==> src/ifetch_pkg.sv <==
// Fetch widths, bus and instruction structs, adapter state enum and queue depth
package ifetch_pkg;

  ////////////////////////////////////////
  // Sizes
  ////////////////////////////////////////

  // Queue slots, and so the number of fetch credits
  localparam int FETCH_DEPTH = 4;

  // Wide enough for 0 to FETCH_DEPTH
  localparam int CNT_W = $clog2(FETCH_DEPTH + 1);

  // Queue slot index, FETCH_DEPTH is a power of two so pointers wrap
  localparam int PTR_W = $clog2(FETCH_DEPTH);

  localparam int ADDR_W = 32;
  localparam int WORD_W = 32;

  // One checksum bit per address byte
  localparam int ACHK_W = ADDR_W / 8;

  ////////////////////////////////////////
  // Plain vector types
  ////////////////////////////////////////

  // Byte address, bits 1:0 always zero
  typedef logic [ADDR_W-1:0] addr_t;
  // Instruction word
  typedef logic [WORD_W-1:0] word_t;
  // Address checksum, odd parity per byte
  typedef logic [ACHK_W-1:0] achk_t;
  // Credits, in-flight and outstanding counts
  typedef logic [CNT_W-1:0]  cnt_t;
  // Queue slot pointer
  typedef logic [PTR_W-1:0]  ptr_t;

  ////////////////////////////////////////
  // Structs
  ////////////////////////////////////////

  // Prefetcher to adapter
  typedef struct packed {
    addr_t addr;
  } fetch_req_t;

  // A channel toward memory
  typedef struct packed {
    logic  req;
    logic  reqpar;
    addr_t addr;
    achk_t achk;
  } obi_req_t;

  // Grant with its parity
  typedef struct packed {
    logic gnt;
    logic gntpar;
  } obi_gnt_t;

  // R channel from memory
  typedef struct packed {
    logic  rvalid;
    logic  rvalidpar;
    word_t rdata;
    logic  err;
  } obi_resp_t;

  // Adapter to queue
  typedef struct packed {
    word_t rdata;
    logic  err;
    logic  parity_err;
  } fetch_resp_t;

  // Queue to consumer
  typedef struct packed {
    word_t word;
    addr_t addr;
    logic  err;
    logic  parity_err;
  } instr_t;

  // A channel handling in the adapter
  typedef enum logic {
    TRANSPARENT,
    REGISTERED
  } obi_state_e;

  // Idle A channel
  localparam obi_req_t OBI_REQ_RESET_VAL = '0;

endpackage

==> src/ifetch_obi_adapter.sv <==
// Bus adapter: A channel FSM, parity and checksum, outstanding counter, parity FIFO
`timescale 1ns/100ps

module ifetch_obi_adapter (
  input  logic                    clk,
  input  logic                    rst_n,

  // Transfer request from the prefetcher
  input  logic                    trans_valid_i,
  output logic                    trans_ready_o,
  input  ifetch_pkg::fetch_req_t  trans_i,

  // Response toward the queue, always accepted
  output logic                    resp_valid_o,
  output ifetch_pkg::fetch_resp_t resp_o,

  // Bus side
  output ifetch_pkg::obi_req_t    obi_req_o,
  input  ifetch_pkg::obi_gnt_t    obi_gnt_i,
  input  ifetch_pkg::obi_resp_t   obi_resp_i
);

  import ifetch_pkg::*;

  obi_state_e state_q;
  obi_state_e state_n;

  // Held A channel while waiting for a grant
  obi_req_t   a_req_q;
  achk_t      achk;

  logic       gntpar_err;
  // Sticky over the waiting cycles of one request
  logic       gntpar_err_q;
  logic       rvalidpar_err;

  // Bit 0 stays low so the outstanding count indexes the oldest entry
  logic [FETCH_DEPTH:0] parity_fifo_q;

  cnt_t       out_cnt_q;
  cnt_t       out_cnt_n;
  logic       count_up;
  logic       count_down;

  ////////////////////////////////////////
  // R channel
  ////////////////////////////////////////

  // Passed straight through, zero cycles
  assign resp_valid_o  = obi_resp_i.rvalid;
  assign resp_o.rdata  = obi_resp_i.rdata;
  assign resp_o.err    = obi_resp_i.err;

  // rvalidpar must be low while rvalid is high
  assign rvalidpar_err = obi_resp_i.rvalid && obi_resp_i.rvalidpar;

  // Grant fault of the oldest transfer joins the response check
  assign resp_o.parity_err = rvalidpar_err || parity_fifo_q[out_cnt_q];

  ////////////////////////////////////////
  // Address checksum
  ////////////////////////////////////////

  // Odd parity of each address byte, bits 1:0 taken as zero
  always_comb begin
    achk[3] = ~^trans_i.addr[31:24];
    achk[2] = ~^trans_i.addr[23:16];
    achk[1] = ~^trans_i.addr[15:8];
    achk[0] = ~^{trans_i.addr[7:2], 2'b00};
  end

  ////////////////////////////////////////
  // A channel FSM
  ////////////////////////////////////////

  always_comb begin
    state_n = state_q;
    case (state_q)
      TRANSPARENT: begin
        // Not granted at once, so hold the channel from registers
        if (obi_req_o.req && !obi_gnt_i.gnt) begin
          state_n = REGISTERED;
        end
      end
      REGISTERED: begin
        if (obi_gnt_i.gnt) begin
          state_n = TRANSPARENT;
        end
      end
      default: state_n = TRANSPARENT;
    endcase
  end

  always_comb begin
    if (state_q == REGISTERED) begin
      // Request is never withdrawn before its grant
      obi_req_o     = a_req_q;
      obi_req_o.req = 1'b1;
    end else begin
      // No limit on outstanding transfers here, credits do that upstream
      obi_req_o      = OBI_REQ_RESET_VAL;
      obi_req_o.req  = trans_valid_i;
      obi_req_o.addr = trans_i.addr;
      obi_req_o.achk = achk;
    end
    obi_req_o.reqpar = !obi_req_o.req;
  end

  // New transfers only once the last one was granted
  assign trans_ready_o = (state_q == TRANSPARENT);

  always_ff @(posedge clk or negedge rst_n) begin
    if (!rst_n) begin
      state_q <= TRANSPARENT;
      a_req_q <= OBI_REQ_RESET_VAL;
    end else begin
      state_q <= state_n;
      // Capture on entry to REGISTERED
      if ((state_q == TRANSPARENT) && (state_n == REGISTERED)) begin
        a_req_q <= obi_req_o;
      end
    end
  end

  ////////////////////////////////////////
  // Outstanding counter
  ////////////////////////////////////////

  assign count_up   = obi_req_o.req && obi_gnt_i.gnt;
  assign count_down = obi_resp_i.rvalid;

  always_comb begin
    case ({count_up, count_down})
      2'b10:   out_cnt_n = out_cnt_q + cnt_t'(1);
      2'b01:   out_cnt_n = out_cnt_q - cnt_t'(1);
      default: out_cnt_n = out_cnt_q;
    endcase
  end

  ////////////////////////////////////////
  // Grant parity tracking
  ////////////////////////////////////////

  // gntpar should be the inverse of gnt during the address phase
  assign gntpar_err = obi_req_o.req && (obi_gnt_i.gnt == obi_gnt_i.gntpar);

  always_ff @(posedge clk or negedge rst_n) begin
    if (!rst_n) begin
      out_cnt_q     <= '0;
      gntpar_err_q  <= 1'b0;
      parity_fifo_q <= '0;
    end else begin
      out_cnt_q <= out_cnt_n;
      if (obi_req_o.req) begin
        // Accumulate while waiting, clear for the next request on grant
        gntpar_err_q <= obi_gnt_i.gnt ? 1'b0 : (gntpar_err_q || gntpar_err);
      end
      if (count_up) begin
        // Newest at bit 1, oldest at the outstanding count
        parity_fifo_q <= {parity_fifo_q[FETCH_DEPTH-1:1], gntpar_err || gntpar_err_q, 1'b0};
      end
    end
  end

endmodule

==> src/ifetch_prefetch.sv <==
// Prefetcher: program counter, credit counter and sequential request generator
`timescale 1ns/100ps

module ifetch_prefetch (
  input  logic                   clk,
  input  logic                   rst_n,

  // Branch redirect
  input  logic                   branch_i,
  input  ifetch_pkg::addr_t      branch_addr_i,

  // Freed queue slots, as a count
  input  logic [1:0]             credit_return_i,

  // Request toward the adapter
  output logic                   trans_valid_o,
  input  logic                   trans_ready_i,
  output ifetch_pkg::fetch_req_t trans_o
);

  import ifetch_pkg::*;

  addr_t pc_q;
  addr_t pc_n;
  cnt_t  credit_q;
  cnt_t  credit_n;
  logic  accept;

  ////////////////////////////////////////
  // Request generation
  ////////////////////////////////////////

  // Need a credit; stay quiet while a branch redirects the counter
  assign trans_valid_o = (credit_q != '0) && !branch_i;
  assign trans_o.addr  = pc_q;

  // Transfer taken by the adapter
  assign accept = trans_valid_o && trans_ready_i;

  ////////////////////////////////////////
  // Program counter
  ////////////////////////////////////////

  always_comb begin
    pc_n = pc_q;
    if (branch_i) begin
      // Word aligned target, low bits forced to zero
      pc_n = {branch_addr_i[ADDR_W-1:2], 2'b00};
    end else if (accept) begin
      pc_n = pc_q + addr_t'(4);
    end
  end

  ////////////////////////////////////////
  // Credits
  ////////////////////////////////////////

  // One credit per queue slot, one spent per accepted request
  // Returned credits arrive from the queue as they are freed
  always_comb begin
    credit_n = credit_q + cnt_t'(credit_return_i);
    if (accept) begin
      credit_n = credit_n - cnt_t'(1);
    end
  end

  always_ff @(posedge clk or negedge rst_n) begin
    if (!rst_n) begin
      pc_q     <= '0;
      // Start with every slot free
      credit_q <= cnt_t'(FETCH_DEPTH);
    end else begin
      pc_q     <= pc_n;
      credit_q <= credit_n;
    end
  end

endmodule

==> src/ifetch_queue.sv <==
// Fetch queue: word buffer with request addresses, branch flush, discard and credit return
`timescale 1ns/100ps

module ifetch_queue (
  input  logic                    clk,
  input  logic                    rst_n,

  input  logic                    branch_i,

  // Observed prefetcher to adapter handshake
  input  logic                    trans_valid_i,
  input  logic                    trans_ready_i,
  input  ifetch_pkg::fetch_req_t  trans_i,

  // Responses from the adapter, no back-pressure
  input  logic                    resp_valid_i,
  input  ifetch_pkg::fetch_resp_t resp_i,

  // Freed slots as a count, up to two per cycle
  output logic [1:0]              credit_return_o,

  // Consumer side
  output logic                    instr_valid_o,
  input  logic                    instr_ready_i,
  output ifetch_pkg::instr_t      instr_o
);

  import ifetch_pkg::*;

  // Address written on request, data written on response
  addr_t       addr_mem [FETCH_DEPTH];
  fetch_resp_t data_mem [FETCH_DEPTH];

  ptr_t req_ptr_q;
  ptr_t resp_ptr_q;
  ptr_t rd_ptr_q;

  cnt_t count_q;
  cnt_t inflight_q;
  cnt_t discard_q;
  // Credits freed but not yet handed back
  cnt_t backlog_q;
  cnt_t freed;

  logic accept;
  logic drop;
  logic write;
  logic pop;

  assign accept = trans_valid_i && trans_ready_i;

  // Stale response, either on the branch itself or while discarding
  assign drop   = resp_valid_i && (branch_i || (discard_q != '0));
  assign write  = resp_valid_i && !drop;

  // Nothing is handed over in a branch cycle, the head gets flushed
  assign instr_valid_o = (count_q != '0) && !branch_i;
  assign pop           = instr_valid_o && instr_ready_i;

  assign instr_o.word       = data_mem[rd_ptr_q].rdata;
  assign instr_o.err        = data_mem[rd_ptr_q].err;
  assign instr_o.parity_err = data_mem[rd_ptr_q].parity_err;
  assign instr_o.addr       = addr_mem[rd_ptr_q];

  ////////////////////////////////////////
  // Credit return
  ////////////////////////////////////////

  // A flush frees every stored slot at once, returned two at a time
  always_comb begin
    freed = backlog_q + cnt_t'(pop) + cnt_t'(drop);
    if (branch_i) begin
      freed = freed + count_q;
    end
  end

  assign credit_return_o = (freed > cnt_t'(2)) ? 2'd2 : freed[1:0];

  ////////////////////////////////////////
  // Storage
  ////////////////////////////////////////

  always_ff @(posedge clk) begin
    if (accept) begin
      addr_mem[req_ptr_q] <= trans_i.addr;
    end
    if (write) begin
      data_mem[resp_ptr_q] <= resp_i;
    end
  end

  ////////////////////////////////////////
  // Pointers and counts
  ////////////////////////////////////////

  always_ff @(posedge clk or negedge rst_n) begin
    if (!rst_n) begin
      req_ptr_q  <= '0;
      resp_ptr_q <= '0;
      rd_ptr_q   <= '0;
      count_q    <= '0;
      inflight_q <= '0;
      discard_q  <= '0;
      backlog_q  <= '0;
    end else begin
      backlog_q  <= freed - cnt_t'(credit_return_o);
      inflight_q <= inflight_q + cnt_t'(accept) - cnt_t'(resp_valid_i);
      if (accept) begin
        req_ptr_q <= req_ptr_q + ptr_t'(1);
      end
      if (branch_i) begin
        // Skip the slots of words and responses now stale
        rd_ptr_q   <= req_ptr_q;
        resp_ptr_q <= req_ptr_q;
        count_q    <= '0;
        // Everything still on the bus, less the one dropped now
        discard_q  <= inflight_q - cnt_t'(resp_valid_i);
      end else begin
        if (write) begin
          resp_ptr_q <= resp_ptr_q + ptr_t'(1);
        end
        if (pop) begin
          rd_ptr_q <= rd_ptr_q + ptr_t'(1);
        end
        count_q <= count_q + cnt_t'(write) - cnt_t'(pop);
        if (drop) begin
          discard_q <= discard_q - cnt_t'(1);
        end
      end
    end
  end

endmodule

==> src/ifetch_top.sv <==
// Fetch unit top: prefetcher, bus adapter and fetch queue
`timescale 1ns/100ps

module ifetch_top (
  input  logic                  clk,
  input  logic                  rst_n,

  // Branch redirect
  input  logic                  branch_i,
  input  ifetch_pkg::addr_t     branch_addr_i,

  // Consumer
  output logic                  instr_valid_o,
  input  logic                  instr_ready_i,
  output ifetch_pkg::instr_t    instr_o,

  // Instruction bus
  output ifetch_pkg::obi_req_t  obi_req_o,
  input  ifetch_pkg::obi_gnt_t  obi_gnt_i,
  input  ifetch_pkg::obi_resp_t obi_resp_i
);

  import ifetch_pkg::*;

  logic        trans_valid;
  logic        trans_ready;
  fetch_req_t  trans;
  logic        resp_valid;
  fetch_resp_t resp;
  logic [1:0]  credit_return;

  // Address and credit source
  ifetch_prefetch i_prefetch (
    .clk             (clk),
    .rst_n           (rst_n),
    .branch_i        (branch_i),
    .branch_addr_i   (branch_addr_i),
    .credit_return_i (credit_return),
    .trans_valid_o   (trans_valid),
    .trans_ready_i   (trans_ready),
    .trans_o         (trans)
  );

  // Bus side
  ifetch_obi_adapter i_obi_adapter (
    .clk           (clk),
    .rst_n         (rst_n),
    .trans_valid_i (trans_valid),
    .trans_ready_o (trans_ready),
    .trans_i       (trans),
    .resp_valid_o  (resp_valid),
    .resp_o        (resp),
    .obi_req_o     (obi_req_o),
    .obi_gnt_i     (obi_gnt_i),
    .obi_resp_i    (obi_resp_i)
  );

  // Holds words until the consumer takes them
  ifetch_queue i_queue (
    .clk             (clk),
    .rst_n           (rst_n),
    .branch_i        (branch_i),
    .trans_valid_i   (trans_valid),
    .trans_ready_i   (trans_ready),
    .trans_i         (trans),
    .resp_valid_i    (resp_valid),
    .resp_i          (resp),
    .credit_return_o (credit_return),
    .instr_valid_o   (instr_valid_o),
    .instr_ready_i   (instr_ready_i),
    .instr_o         (instr_o)
  );

endmodule

==> config.mk <==
export PLATFORM = sky130hd
export DESIGN_NAME = ifetch_top
export DESIGN_NICKNAME = d
export VERILOG_FILES = /design/src/ifetch_pkg.sv /design/src/ifetch_obi_adapter.sv /design/src/ifetch_prefetch.sv /design/src/ifetch_queue.sv /design/src/ifetch_top.sv
export SDC_FILE = /design/constraint.sdc
export NUM_CORES = 1
export LEC_CHECK = 0
export BUFFER_PORTS_ARGS = -buffer_cell sky130_fd_sc_hd__buf_2
export CELL_PAD_IN_SITES_DETAIL_PLACEMENT = 0
export CELL_PAD_IN_SITES_GLOBAL_PLACEMENT = 2
export CORE_MARGIN = 2
export CORE_UTILIZATION = 48
export CTS_BUF_LIST = sky130_fd_sc_hd__clkbuf_4
export CTS_CLUSTER_SIZE = 14
export DETAILED_ROUTE_END_ITERATION = 6
export GPL_TIMING_DRIVEN = 0
export PLACE_DENSITY = 0.88
export SYNTH_ARGS = -nofsm -noshare
export SYNTH_HDL_FRONTEND = slang
export SYNTH_SLANG_ARGS = --single-unit
==> constraint.sdc <==
create_clock -name clk -period 6.5 [get_ports clk]
set_input_delay 1.3 -clock clk [delete_from_list [all_inputs] [get_ports clk]]
set_output_delay 1.3 -clock clk [all_outputs]
set_load 0.01 [all_outputs]
# After elaboration in Yosys (flattened, before gate mapping)
# Memories as Yosys holds them, arrays and structs flattened.
# Index checks and enable logic that the tools add are counted.
word_totals:
  reg_bits: 99
  ramBits: 264
  in_bits: 73
  out_inout_bits: 105
  elab_cells: 96
  memories: 2
mem_list:
  columns: ["memory", "depth", "word_bits", "rd", "rd_clocked_by_memory_dff", "write_ports", "line", "source"]
  rows:
  - ["i_queue.data_mem", 4, 34, 1, 0, 1, "ifetch_queue.sv:32", "fetch_resp_t data_mem [FETCH_DEPTH];"]
  - ["i_queue.addr_mem", 4, 32, 1, 0, 1, "ifetch_queue.sv:31", "addr_t addr_mem [FETCH_DEPTH];"]
op_classes:
  addsub: 18
  order_cmp: 2
  eq_ne: 3
  mux: 24
  n_bitwise: 1
  n_reduce_logical: 30
ops:
  columns: ["op", "n"]
  rows:
  - ["2-to-1 mux 32 bit", 2]
  - ["2-to-1 mux 38 bit", 1]
  - ["adder 32 x 3 -> 32 bit, second input constant", 1]
  - ["XNOR reduction 8 bit", 4]
  - ["2-to-1 mux 3 bit", 5]
  - ["adder 3 x 1 -> 3 bit", 4]
  - ["logical AND 1 bit", 11]
  - ["2-to-1 mux 2 bit", 5]
  - ["nonzero test 2 bit", 5]
  - ["nonzero test 3 bit", 3]
  - ["subtractor 3 x 1 -> 3 bit", 3]
  - ["subtractor 3 x 1 -> 3 bit, second input constant", 3]
  - ["2-to-1 mux 1 bit", 8]
  - ["adder 2 x 1 -> 2 bit, second input constant", 3]
  - ["case mux 3 bit (2 select lines)", 1]
  - ["logical NOT 1 bit", 4]
  - ["less-than comparator 3 x 4 -> 1 bit, second input constant", 1]
  - ["adder 3 x 1 -> 3 bit, second input constant", 1]
  - ["adder 3 x 2 -> 3 bit", 1]
  - ["adder 3 bit", 1]
  - ["binary-select mux 1 bit (select 3 bit)", 1]
  - ["greater-than comparator 3 x 2 -> 1 bit, second input constant", 1]
  - ["logical OR 1 bit", 3]
  - ["subtractor 3 x 2 -> 3 bit", 1]
  - ["5 further kinds", 5]

# Longest topological paths before layout
# Gate-level depths: netlist of run 1.
logic_depth:
  word_depth: 12
  mapped_depth: 19
  mapped_depth_nobuf: 19

# Cells and area by module
# From an unflattened synthesis of run 1, not the netlist that was laid out.
unflattened:
  cells_unflattened: 981
  hier_area_um2: 15536.2
modules_own_cells:
  columns: ["mod", "instances", "cells_per_inst", "area_each_um2", "seq_area_each_um2"]
  rows:
  - ["ifetch_queue", 1, 475, 10829.1, 8378.0]
  - ["ifetch_obi_adapter", 1, 290, 2745.1, 1126.1]
  - ["ifetch_prefetch", 1, 216, 1961.9, 827.0]

# Worst setup path before layout of run 1
# No wires, ideal clock.
synth_timing:
  path_kind: "input-to-reg"
  startpoint: "input port branch_i"
  endpoint: "register i_prefetch.credit_q[1]"
  setup_time_ps: 79
  t_arrival_ps: 4822
  required_time_ps: 6421
  path_slack_ps: 1599
  path_stages: 17
  n_path_buf: 1
  path_cell_list: "buf_6 -> or3b_2 -> nand2_1 -> inv_1 -> fa_1 -> ha_1 -> inv_1 -> fa_1 -> xnor2_1 -> nand2_1 -> xnor2_1 -> nor3_1 -> ha_1 -> inv_1 -> fa_1 -> ha_1 -> mux2i_1"
synth_via:
  elab_chain_len: 12
  word_cells_on_any_way: 16
  cone_classes: "add/sub (5); order compare (1); mux (3); reduce/logical (7)"
synth_rtl:
  columns: ["item", "line", "source"]
  rows:
  - ["start: declaration", "ifetch_top.sv:9", "input logic branch_i,"]
  - ["logical NOT 1 bit", "ifetch_prefetch.sv:34, ifetch_queue.sv:57", null]
  - ["logical AND 1 bit", "ifetch_queue.sv:57", "assign instr_valid_o = (count_q != '0) && !branch_i;"]
  - ["logical AND 1 bit", "ifetch_queue.sv:58", "assign pop = instr_valid_o && instr_ready_i;"]
  - ["adder 3 x 1 -> 3 bit (2 in a row)", "ifetch_queue.sv:71", "freed = backlog_q + cnt_t'(pop) + cnt_t'(drop);"]
  - ["adder 3 bit", "ifetch_queue.sv:73", "freed = freed + count_q;"]
  - ["2-to-1 mux 3 bit", "ifetch_queue.sv:72", "if (branch_i) begin"]
  - ["greater-than comparator 3 x 2 -> 1 bit", "ifetch_queue.sv:77", "assign credit_return_o = (freed > cnt_t'(2)) ? 2'd2 : freed[1:0];"]
  - ["2-to-1 mux 2 bit", "ifetch_queue.sv:77", null]
  - ["adder 3 x 2 -> 3 bit", "ifetch_prefetch.sv:61", "credit_n = credit_q + cnt_t'(credit_return_i);"]
  - ["subtractor 3 x 1 -> 3 bit", "ifetch_prefetch.sv:63", "credit_n = credit_n - cnt_t'(1);"]
  - ["2-to-1 mux 3 bit *", "ifetch_prefetch.sv:62", "if (accept) begin"]
  - ["net i_prefetch.credit_n[1]", "ifetch_prefetch.sv:26", "cnt_t credit_n;"]
  - ["end signal: assignment", "ifetch_prefetch.sv:71", "credit_q <= cnt_t'(FETCH_DEPTH);"]
  - ["end signal: assignment", "ifetch_prefetch.sv:74", "credit_q <= credit_n;"]
  - ["end: declaration", "ifetch_prefetch.sv:25", "cnt_t credit_q;"]
# The timed path passes the listed nets; every way through them passes the cells marked *.
# A chain may end at the register's enable or synchronous reset.

# Worst setup path in the final report of run 1
# Same ends and word-level chain as after synthesis.

==> flow_summary.json, run 1 <==
{
  "routabilityCongestion": 0.7673,
  "r2r_setup_slack_ps": 2180,
  "synth_area_leaders": "edfxtp_1 52%, dfrtp_1 16%, mux4_2 9.7%",
  "dieWidth_um": 179.6,
  "nets": 1246,
  "vdd_drop_max_mv": 0.1793,
  "power_frac_clock": 0.267,
  "reg2reg_from": "i_queue.discard_q[0]",
  "drtIter0Drc": 531,
  "skew_ps": 51.85,
  "multi_input_area_sq_mm": 0.004418,
  "portBuffers": 172,
  "cts_tree": "built",
  "rr_worst_depth": 18,
  "syn_area_sq_mm": 0.01480,
  "cts_resized": 0,
  "synth_cells": 863,
  "initial_core_util": 0.4850,
  "post-route-min-period_ps": 4497,
  "ys_seq_area_frac": 0.6819,
  "worstHoldPathCells": 1,
  "final_util": 0.5729,
  "antenna_left": 0,
  "intPower_mw": 4.857,
  "drc": 0,
  "synth_top_area_cell": "edfxtp_1",
  "grt_pass1_wl_um": 50690,
  "share_comb_of_total_power": 0.309,
  "hold_path_class": "flip-flop to flip-flop",
  "drv_slew": 0,
  "area_delta_synth_final_pct": 18.12,
  "core_area_sq_mm": 0.03051,
  "wire_per_inst_um": 20.12,
  "endpoint_kind": "flip-flop",
  "power_frac_seq": 0.424,
  "ys_warn_count": 0,
  "slew_headroom": 0.3793,
  "p_switching_mw": 2.219,
  "synth-seq-cells": 352,
  "fmaxAchievable_mhz": 222.4,
  "crit_top_cell": "inv_1",
  "rsz0062_at_grt": "false",
  "final_cell_mix": "256 x edfxtp_1, 178 x buf_2, 138 x clkbuf_4, 95 x dfrtp_1, 70 x mux2_2",
  "clock-sinks": 352,
  "power_density_mw_per_mm2": 404.8,
  "final_common_cell": "edfxtp_1",
  "ys.flop_type": "edfxtp_1",
  "clock-root-buffer": "clkbuf_4",
  "first_pass_iters": 5,
  "cp_num_buf_inv": 6,
  "antenna_found_initial": 2,
  "crit_family": "adder cells",
  "numCtsBuffers": 89,
  "arrival_ps": 5130,
  "num_rows": 64,
  "cp_cell_sequence": "buf_6 > inv_1 > buf_1 > nand3_1 > inv_1 > fa_1 > ha_1 > inv_1 > fa_1 > xnor2_1 > nand2_1 > xnor2_1 > nor3_1 > ha_1 > inv_1 > fa_1 > ha_1 > mux2i_1",
  "sw_frac_of_total": 0.3136,
  "grt_use_total": 0.2037,
  "hold_violations": 0,
  "clockBufferDepth": 3,
  "start_kind": "input port",
  "grt_pass1_vias": 8981,
  "vias": 8619,
  "drive_gt1_frac": 0.3998,
  "dp_hpwl_um": 21390,
  "h-tree-depth": 3,
  "avgViaCountPerCell": 5.384,
  "place_area_sq_mm": 0.01629,
  "synth.avg_cell_area_sq_um": 17.15,
  "drv_cap": 0,
  "cpMaxStageDelayCell": "fa_1",
  "fill_cells": 2472,
  "crit_path_max_fanout": 10,
  "synth_top_cell_area_share": 0.5195,
  "clkTransAtPathRegs_ps": 60,
  "seqCellArea_sq_mm": 0.01009,
  "synth-edff-count": 256,
  "async_reset_ff_frac": 0.2727,
  "hold_buffers": 0,
  "timing.final.crit_share": 0.6918,
  "design_area_sq_mm": 0.01748,
  "synth_cell_types": 48,
  "grt_max_degree": 52,
  "cpPeakStageDelay_ps": 470,
  "clock_latency_ps": 730,
  "ioPinCount": 178,
  "fin_setup_tns_ps": 0,
  "r2r_end": "i_prefetch.credit_q[1]",
  "outcome": "completed",
  "setup_viol": 0,
  "tightest_slew_ps": 931.1,
  "dieArea_sq_mm": 0.03225,
  "grt-ovfl-total": 0,
  "required_ps": 7130,
  "postCtsSetupBuffers": 0,
  "hp-start": "i_queue.inflight_q[2]",
  "whs_endpoint": "i_queue.inflight_q[2]",
  "critical_path_class": "input port to flip-flop",
  "die_h_um": 179.6,
  "p_leak_nw": 6.605,
  "wl_um": 32210
}
synth_stat cells, drive strengths merged (8+ instances only):
cell type and number:
or4 15, nor2 29, nand4 11, ha 35, or3 8, edfxtp 256, xnor2 26, dfrtp 95
o21ai 22, inv 32, a31oi 16, buf 12, mux4 64, nand3 9, and2 8, nand2 41
mux2 70, o31ai 12, clkbuf 29, xor2 15
power groups by stage:
stage / Combinational [mW] / Sequential (mW) / Clock, mW
4_1_cts: 2.23 / 3.00 / 1.94
5_1_grt: 2.41 / 3.04 / 2.06
2_1_floorplan: 1.52 / 2.98 / 0
3_5_place_dp: 2.22 / 3.05 / 0
3_3_place_gp: 2.18 / 3.04 / 0
6_report: 2.19 / 3.00 / 1.89
per-stage QoR:
stage	hold slack, ps	setup WS, ps	std cells	total power [mW]
6_report	491.5	2003	1601	7.076
4_1_cts	493.8	2025	1599	7.174
2_1_floorplan	455.9	1599	864	4.498
3_3_place_gp	474.6	1251	1432	5.221
3_5_place_dp	480.7	1297	1437	5.269
5_1_grt	512.0	1749	1601	7.515
routing by layer:
metal | up-vias | GRT usage | routed length (um)
li1 | 3948 | - | -
met1 | 4363 | 0.2857 | 14310
met2 | 264 | 0.3182 | 15270
met3 | 44 | 0.05146 | 2117
met4 | 0 | 0.06049 | 507
met5 | - | 0 | 0
cells by family after synthesis:
logic type      Yosys count  synth area share
compound gates           67           0.02926
buf+inv                  74           0.02046
other cells               1         0.0002534
flops                   352            0.6819
fa+ha+maj                41           0.03771
xor+xnor                 41           0.02427
mux                     141            0.1554
simple gates            146           0.05073
worst max path at each step:
stage / from / to / slack, ps / cells after the start
2_1_floorplan: branch_i / i_prefetch.credit_q[1] / 1600 / 17
3_3_place_gp: branch_i / i_prefetch.credit_q[1] / 1250 / 18
3_5_place_dp: branch_i / i_prefetch.credit_q[1] / 1300 / 18
4_1_cts: branch_i / i_prefetch.credit_q[1] / 2020 / 18
5_1_grt: branch_i / i_prefetch.credit_q[1] / 1750 / 18
6_report: branch_i / i_prefetch.credit_q[1] / 2000 / 18
registers in the layout, indices dropped and copies added (netlist names):
name and count:
i_prefetch.trans_o 30, i_queue.addr_mem 120, i_queue.count_q 3, i_obi_adapter.a_req_q 36
i_queue.req_ptr_q 2, i_obi_adapter.state_q 1, i_prefetch.credit_q 3, i_obi_adapter.out_cnt_q 3
i_queue.backlog_q 3, i_obi_adapter.gntpar_err_q 1, i_queue.rd_ptr_q 2, i_queue.resp_ptr_q 2
i_queue.data_mem 136, i_queue.inflight_q 3, i_obi_adapter.parity_fifo_q 4, i_queue.discard_q 3
area by class of cell:
type	count	share of cell area
flip-flops and latches	352	0.5773
well taps	396	0.02835
clock buffers	138	0.05927
diodes	2	0.0002863
multi-input cells	438	0.2528
inverters	33	0.007087
clock inverters	24	0.008303
repair buffers	177	0.05641
plain buffers	41	0.01024
No activity file was read; power rests on OpenSTA's default activity.
==> inputs of run 2 (changes only) <==
--- a/config.mk
+++ b/config.mk
@@ -9,12 +9,12 @@
 export CELL_PAD_IN_SITES_DETAIL_PLACEMENT = 0
 export CELL_PAD_IN_SITES_GLOBAL_PLACEMENT = 2
 export CORE_MARGIN = 2
-export CORE_UTILIZATION = 48
+export CORE_UTILIZATION = 40
 export CTS_BUF_LIST = sky130_fd_sc_hd__clkbuf_4
 export CTS_CLUSTER_SIZE = 14
 export DETAILED_ROUTE_END_ITERATION = 6
 export GPL_TIMING_DRIVEN = 0
-export PLACE_DENSITY = 0.88
+export PLACE_DENSITY = 0.78
 export SYNTH_ARGS = -nofsm -noshare
 export SYNTH_HDL_FRONTEND = slang
 export SYNTH_SLANG_ARGS = --single-unit
==> constraint.sdc (replaced) <==
create_clock -name clk -period 4.1 [get_ports clk]
set_input_delay 0.82 -clock clk [delete_from_list [all_inputs] [get_ports clk]]
set_output_delay 0.82 -clock clk [all_outputs]
set_load 0.01 [all_outputs]
==> flow_summary.json, run 2 (same netlist as run 1, synthesis figures left out) <==
{
  "initial_core_util": 0.4052,
  "critical_path_class": "flip-flop to flip-flop",
  "wl_um": 34310,
  "dp_hpwl_um": 22990,
  "die_h_um": 196.3,
  "clkTransAtPathRegs_ps": 60,
  "num_rows": 70,
  "cpMaxStageDelayCell": "fa_1",
  "clock_latency_ps": 730,
  "required_ps": 4720,
  "endpoint_kind": "flip-flop",
  "numCtsBuffers": 89,
  "cp_cell_sequence": "inv_2 > ha_4 > or3b_4 > nand2_4 > inv_4 > fa_2 > ha_1 > inv_1 > fa_2 > xnor2_1 > nand2_1 > xnor2_2 > nor3_2 > ha_2 > inv_2 > fa_1 > ha_1 > mux2i_1",
  "worst-path-stages": 18,
  "cts_tree": "built",
  "regMostFlops": "i_queue.data_mem",
  "rr_worst_depth": 18,
  "slew_headroom": 0.3881,
  "hold_violations": 0,
  "fmaxAchievable_mhz": 246.4,
  "grt_max_degree": 52,
  "first_pass_iters": 4,
  "clock-root-buffer": "clkbuf_4",
  "skew_ps": 31.20,
  "area_delta_synth_final_pct": 19.84,
  "avgViaCountPerCell": 5.097,
  "grt_use_total": 0.1831,
  "cpPeakStageDelay_ps": 470,
  "rsz0062_at_grt": "true",
  "final_util": 0.4856,
  "fill_cells": 3223,
  "vdd_drop_max_mv": 0.2084,
  "p_leak_nw": 6.666,
  "clockBufferDepth": 3,
  "drv_slew": 0,
  "core_area_sq_mm": 0.03652,
  "nets": 1259,
  "post-route-min-period_ps": 4058,
  "vias": 8608,
  "h-tree-depth": 3,
  "wire_per_inst_um": 20.31,
  "dieWidth_um": 196.3,
  "timing.final.crit_share": 0.9897,
  "final_cell_mix": "256 x edfxtp_1, 178 x buf_2, 134 x clkbuf_4, 95 x dfrtp_1, 70 x mux2_2",
  "dieArea_sq_mm": 0.03855,
  "grt_pass1_vias": 9014,
  "setup_viol": 0,
  "routabilityCongestion": 0.7457,
  "largest_reg_flops": 136,
  "crit_family": "adder cells",
  "outcome": "completed",
  "final_common_cell": "edfxtp_1",
  "hold_path_class": "input port to asynchronous set/reset pin",
  "antenna_left": 0,
  "portBuffers": 172,
  "tightest_slew_ps": 917.8,
  "drtIter0Drc": 551,
  "dp_slack_ps": -841.8,
  "crit_path_max_fanout": 3,
  "ioPinCount": 178,
  "arrival_ps": 4680,
  "antenna_found_initial": 4,
  "largestRegisters": "i_queue.data_mem x136, i_queue.addr_mem x120, i_obi_adapter.a_req_q x36",
  "power_density_mw_per_mm2": 639.8,
  "dp_cells": 1509,
  "layout_setup_ws_ps": 42.27,
  "grt_pass1_wl_um": 52850,
  "final_cells": 1689,
  "grt-ovfl-total": 0,
  "cp_num_buf_inv": 4,
  "drv_cap": 0,
  "start_kind": "flip-flop",
  "drive_gt1_frac": 0.4165,
  "drc": 0,
  "clock-sinks": 352
}
==> run 2: path summary, 6_finish.rpt <==
check,slack [ps],from,to
max,40,i_queue.discard_q[0],i_prefetch.credit_q[1]
min in group clk,310,obi_resp_i[17],i_queue.data_mem[2][18]
min reg2reg,490,i_queue.inflight_q[2],i_queue.inflight_q[2]
min,130,rst_n,i_obi_adapter.a_req_q[26]
max in group asynchronous,3190,rst_n,i_prefetch.credit_q[2]
max reg2reg,40,i_queue.discard_q[0],i_prefetch.credit_q[1]
==> run 2: cell type report <==
| class | instances | area, sq um | share of cell area |
|---|---|---|---|
| timing repair buffer | 191 | 1095 | 0.06173 |
| buffer | 40 | 175.2 | 0.009877 |
| tap | 468 | 585.6 | 0.03302 |
| inverter | 33 | 126.4 | 0.007126 |
| sequential | 352 | 10090 | 0.5690 |
| clock inverter | 27 | 140.1 | 0.007902 |
| multi-input combinational | 438 | 4501 | 0.2538 |
| clock buffer | 134 | 1006 | 0.05672 |
| antenna | 6 | 15.01 | 0.0008466 |
==> run 2: report_power, final <==
| group | internal [mW] | switching, mW |
|---|---|---|
| sequential | 4.46 | 0.304 |
| clock | 1.56 | 1.37 |
| combinational | 1.73 | 1.92 |
==> run 2: timing repair <==
action / 4_1_cts / 5_1_grt
setup endpoints to repair: 2 / 5
pin swaps: 3 / 11
hold buffers: 0 / 0
buffers inserted: 12 / 3
gates resized for setup: 2 / 16
==> run 2: metal layers <==
layer / vias up / GRT usage / wire length [um]
li1: 3988 / - / -
met1: 4363 / 0.2543 / 15720
met2: 210 / 0.2868 / 16400
met3: 45 / 0.04261 / 1682
met4: 2 / 0.06033 / 506
met5: - / 0 / 11
==> run 2: stage by stage <==
step | cell area [sq um] | hold WS [ps] | setup TNS [ps] | power (mW)
3_5_place_dp | 16400 | 484.9 | -1903 | 8.428
2_1_floorplan | 14820 | 455.9 | -87.24 | 7.138
4_1_cts | 17630 | 118.8 | 0 | 11.45
6_report | 17730 | 131.6 | 0 | 11.35
5_1_grt | 17730 | 108.3 | -167.6 | 12.09
3_3_place_gp | 16260 | 474.0 | -1751 | 8.355
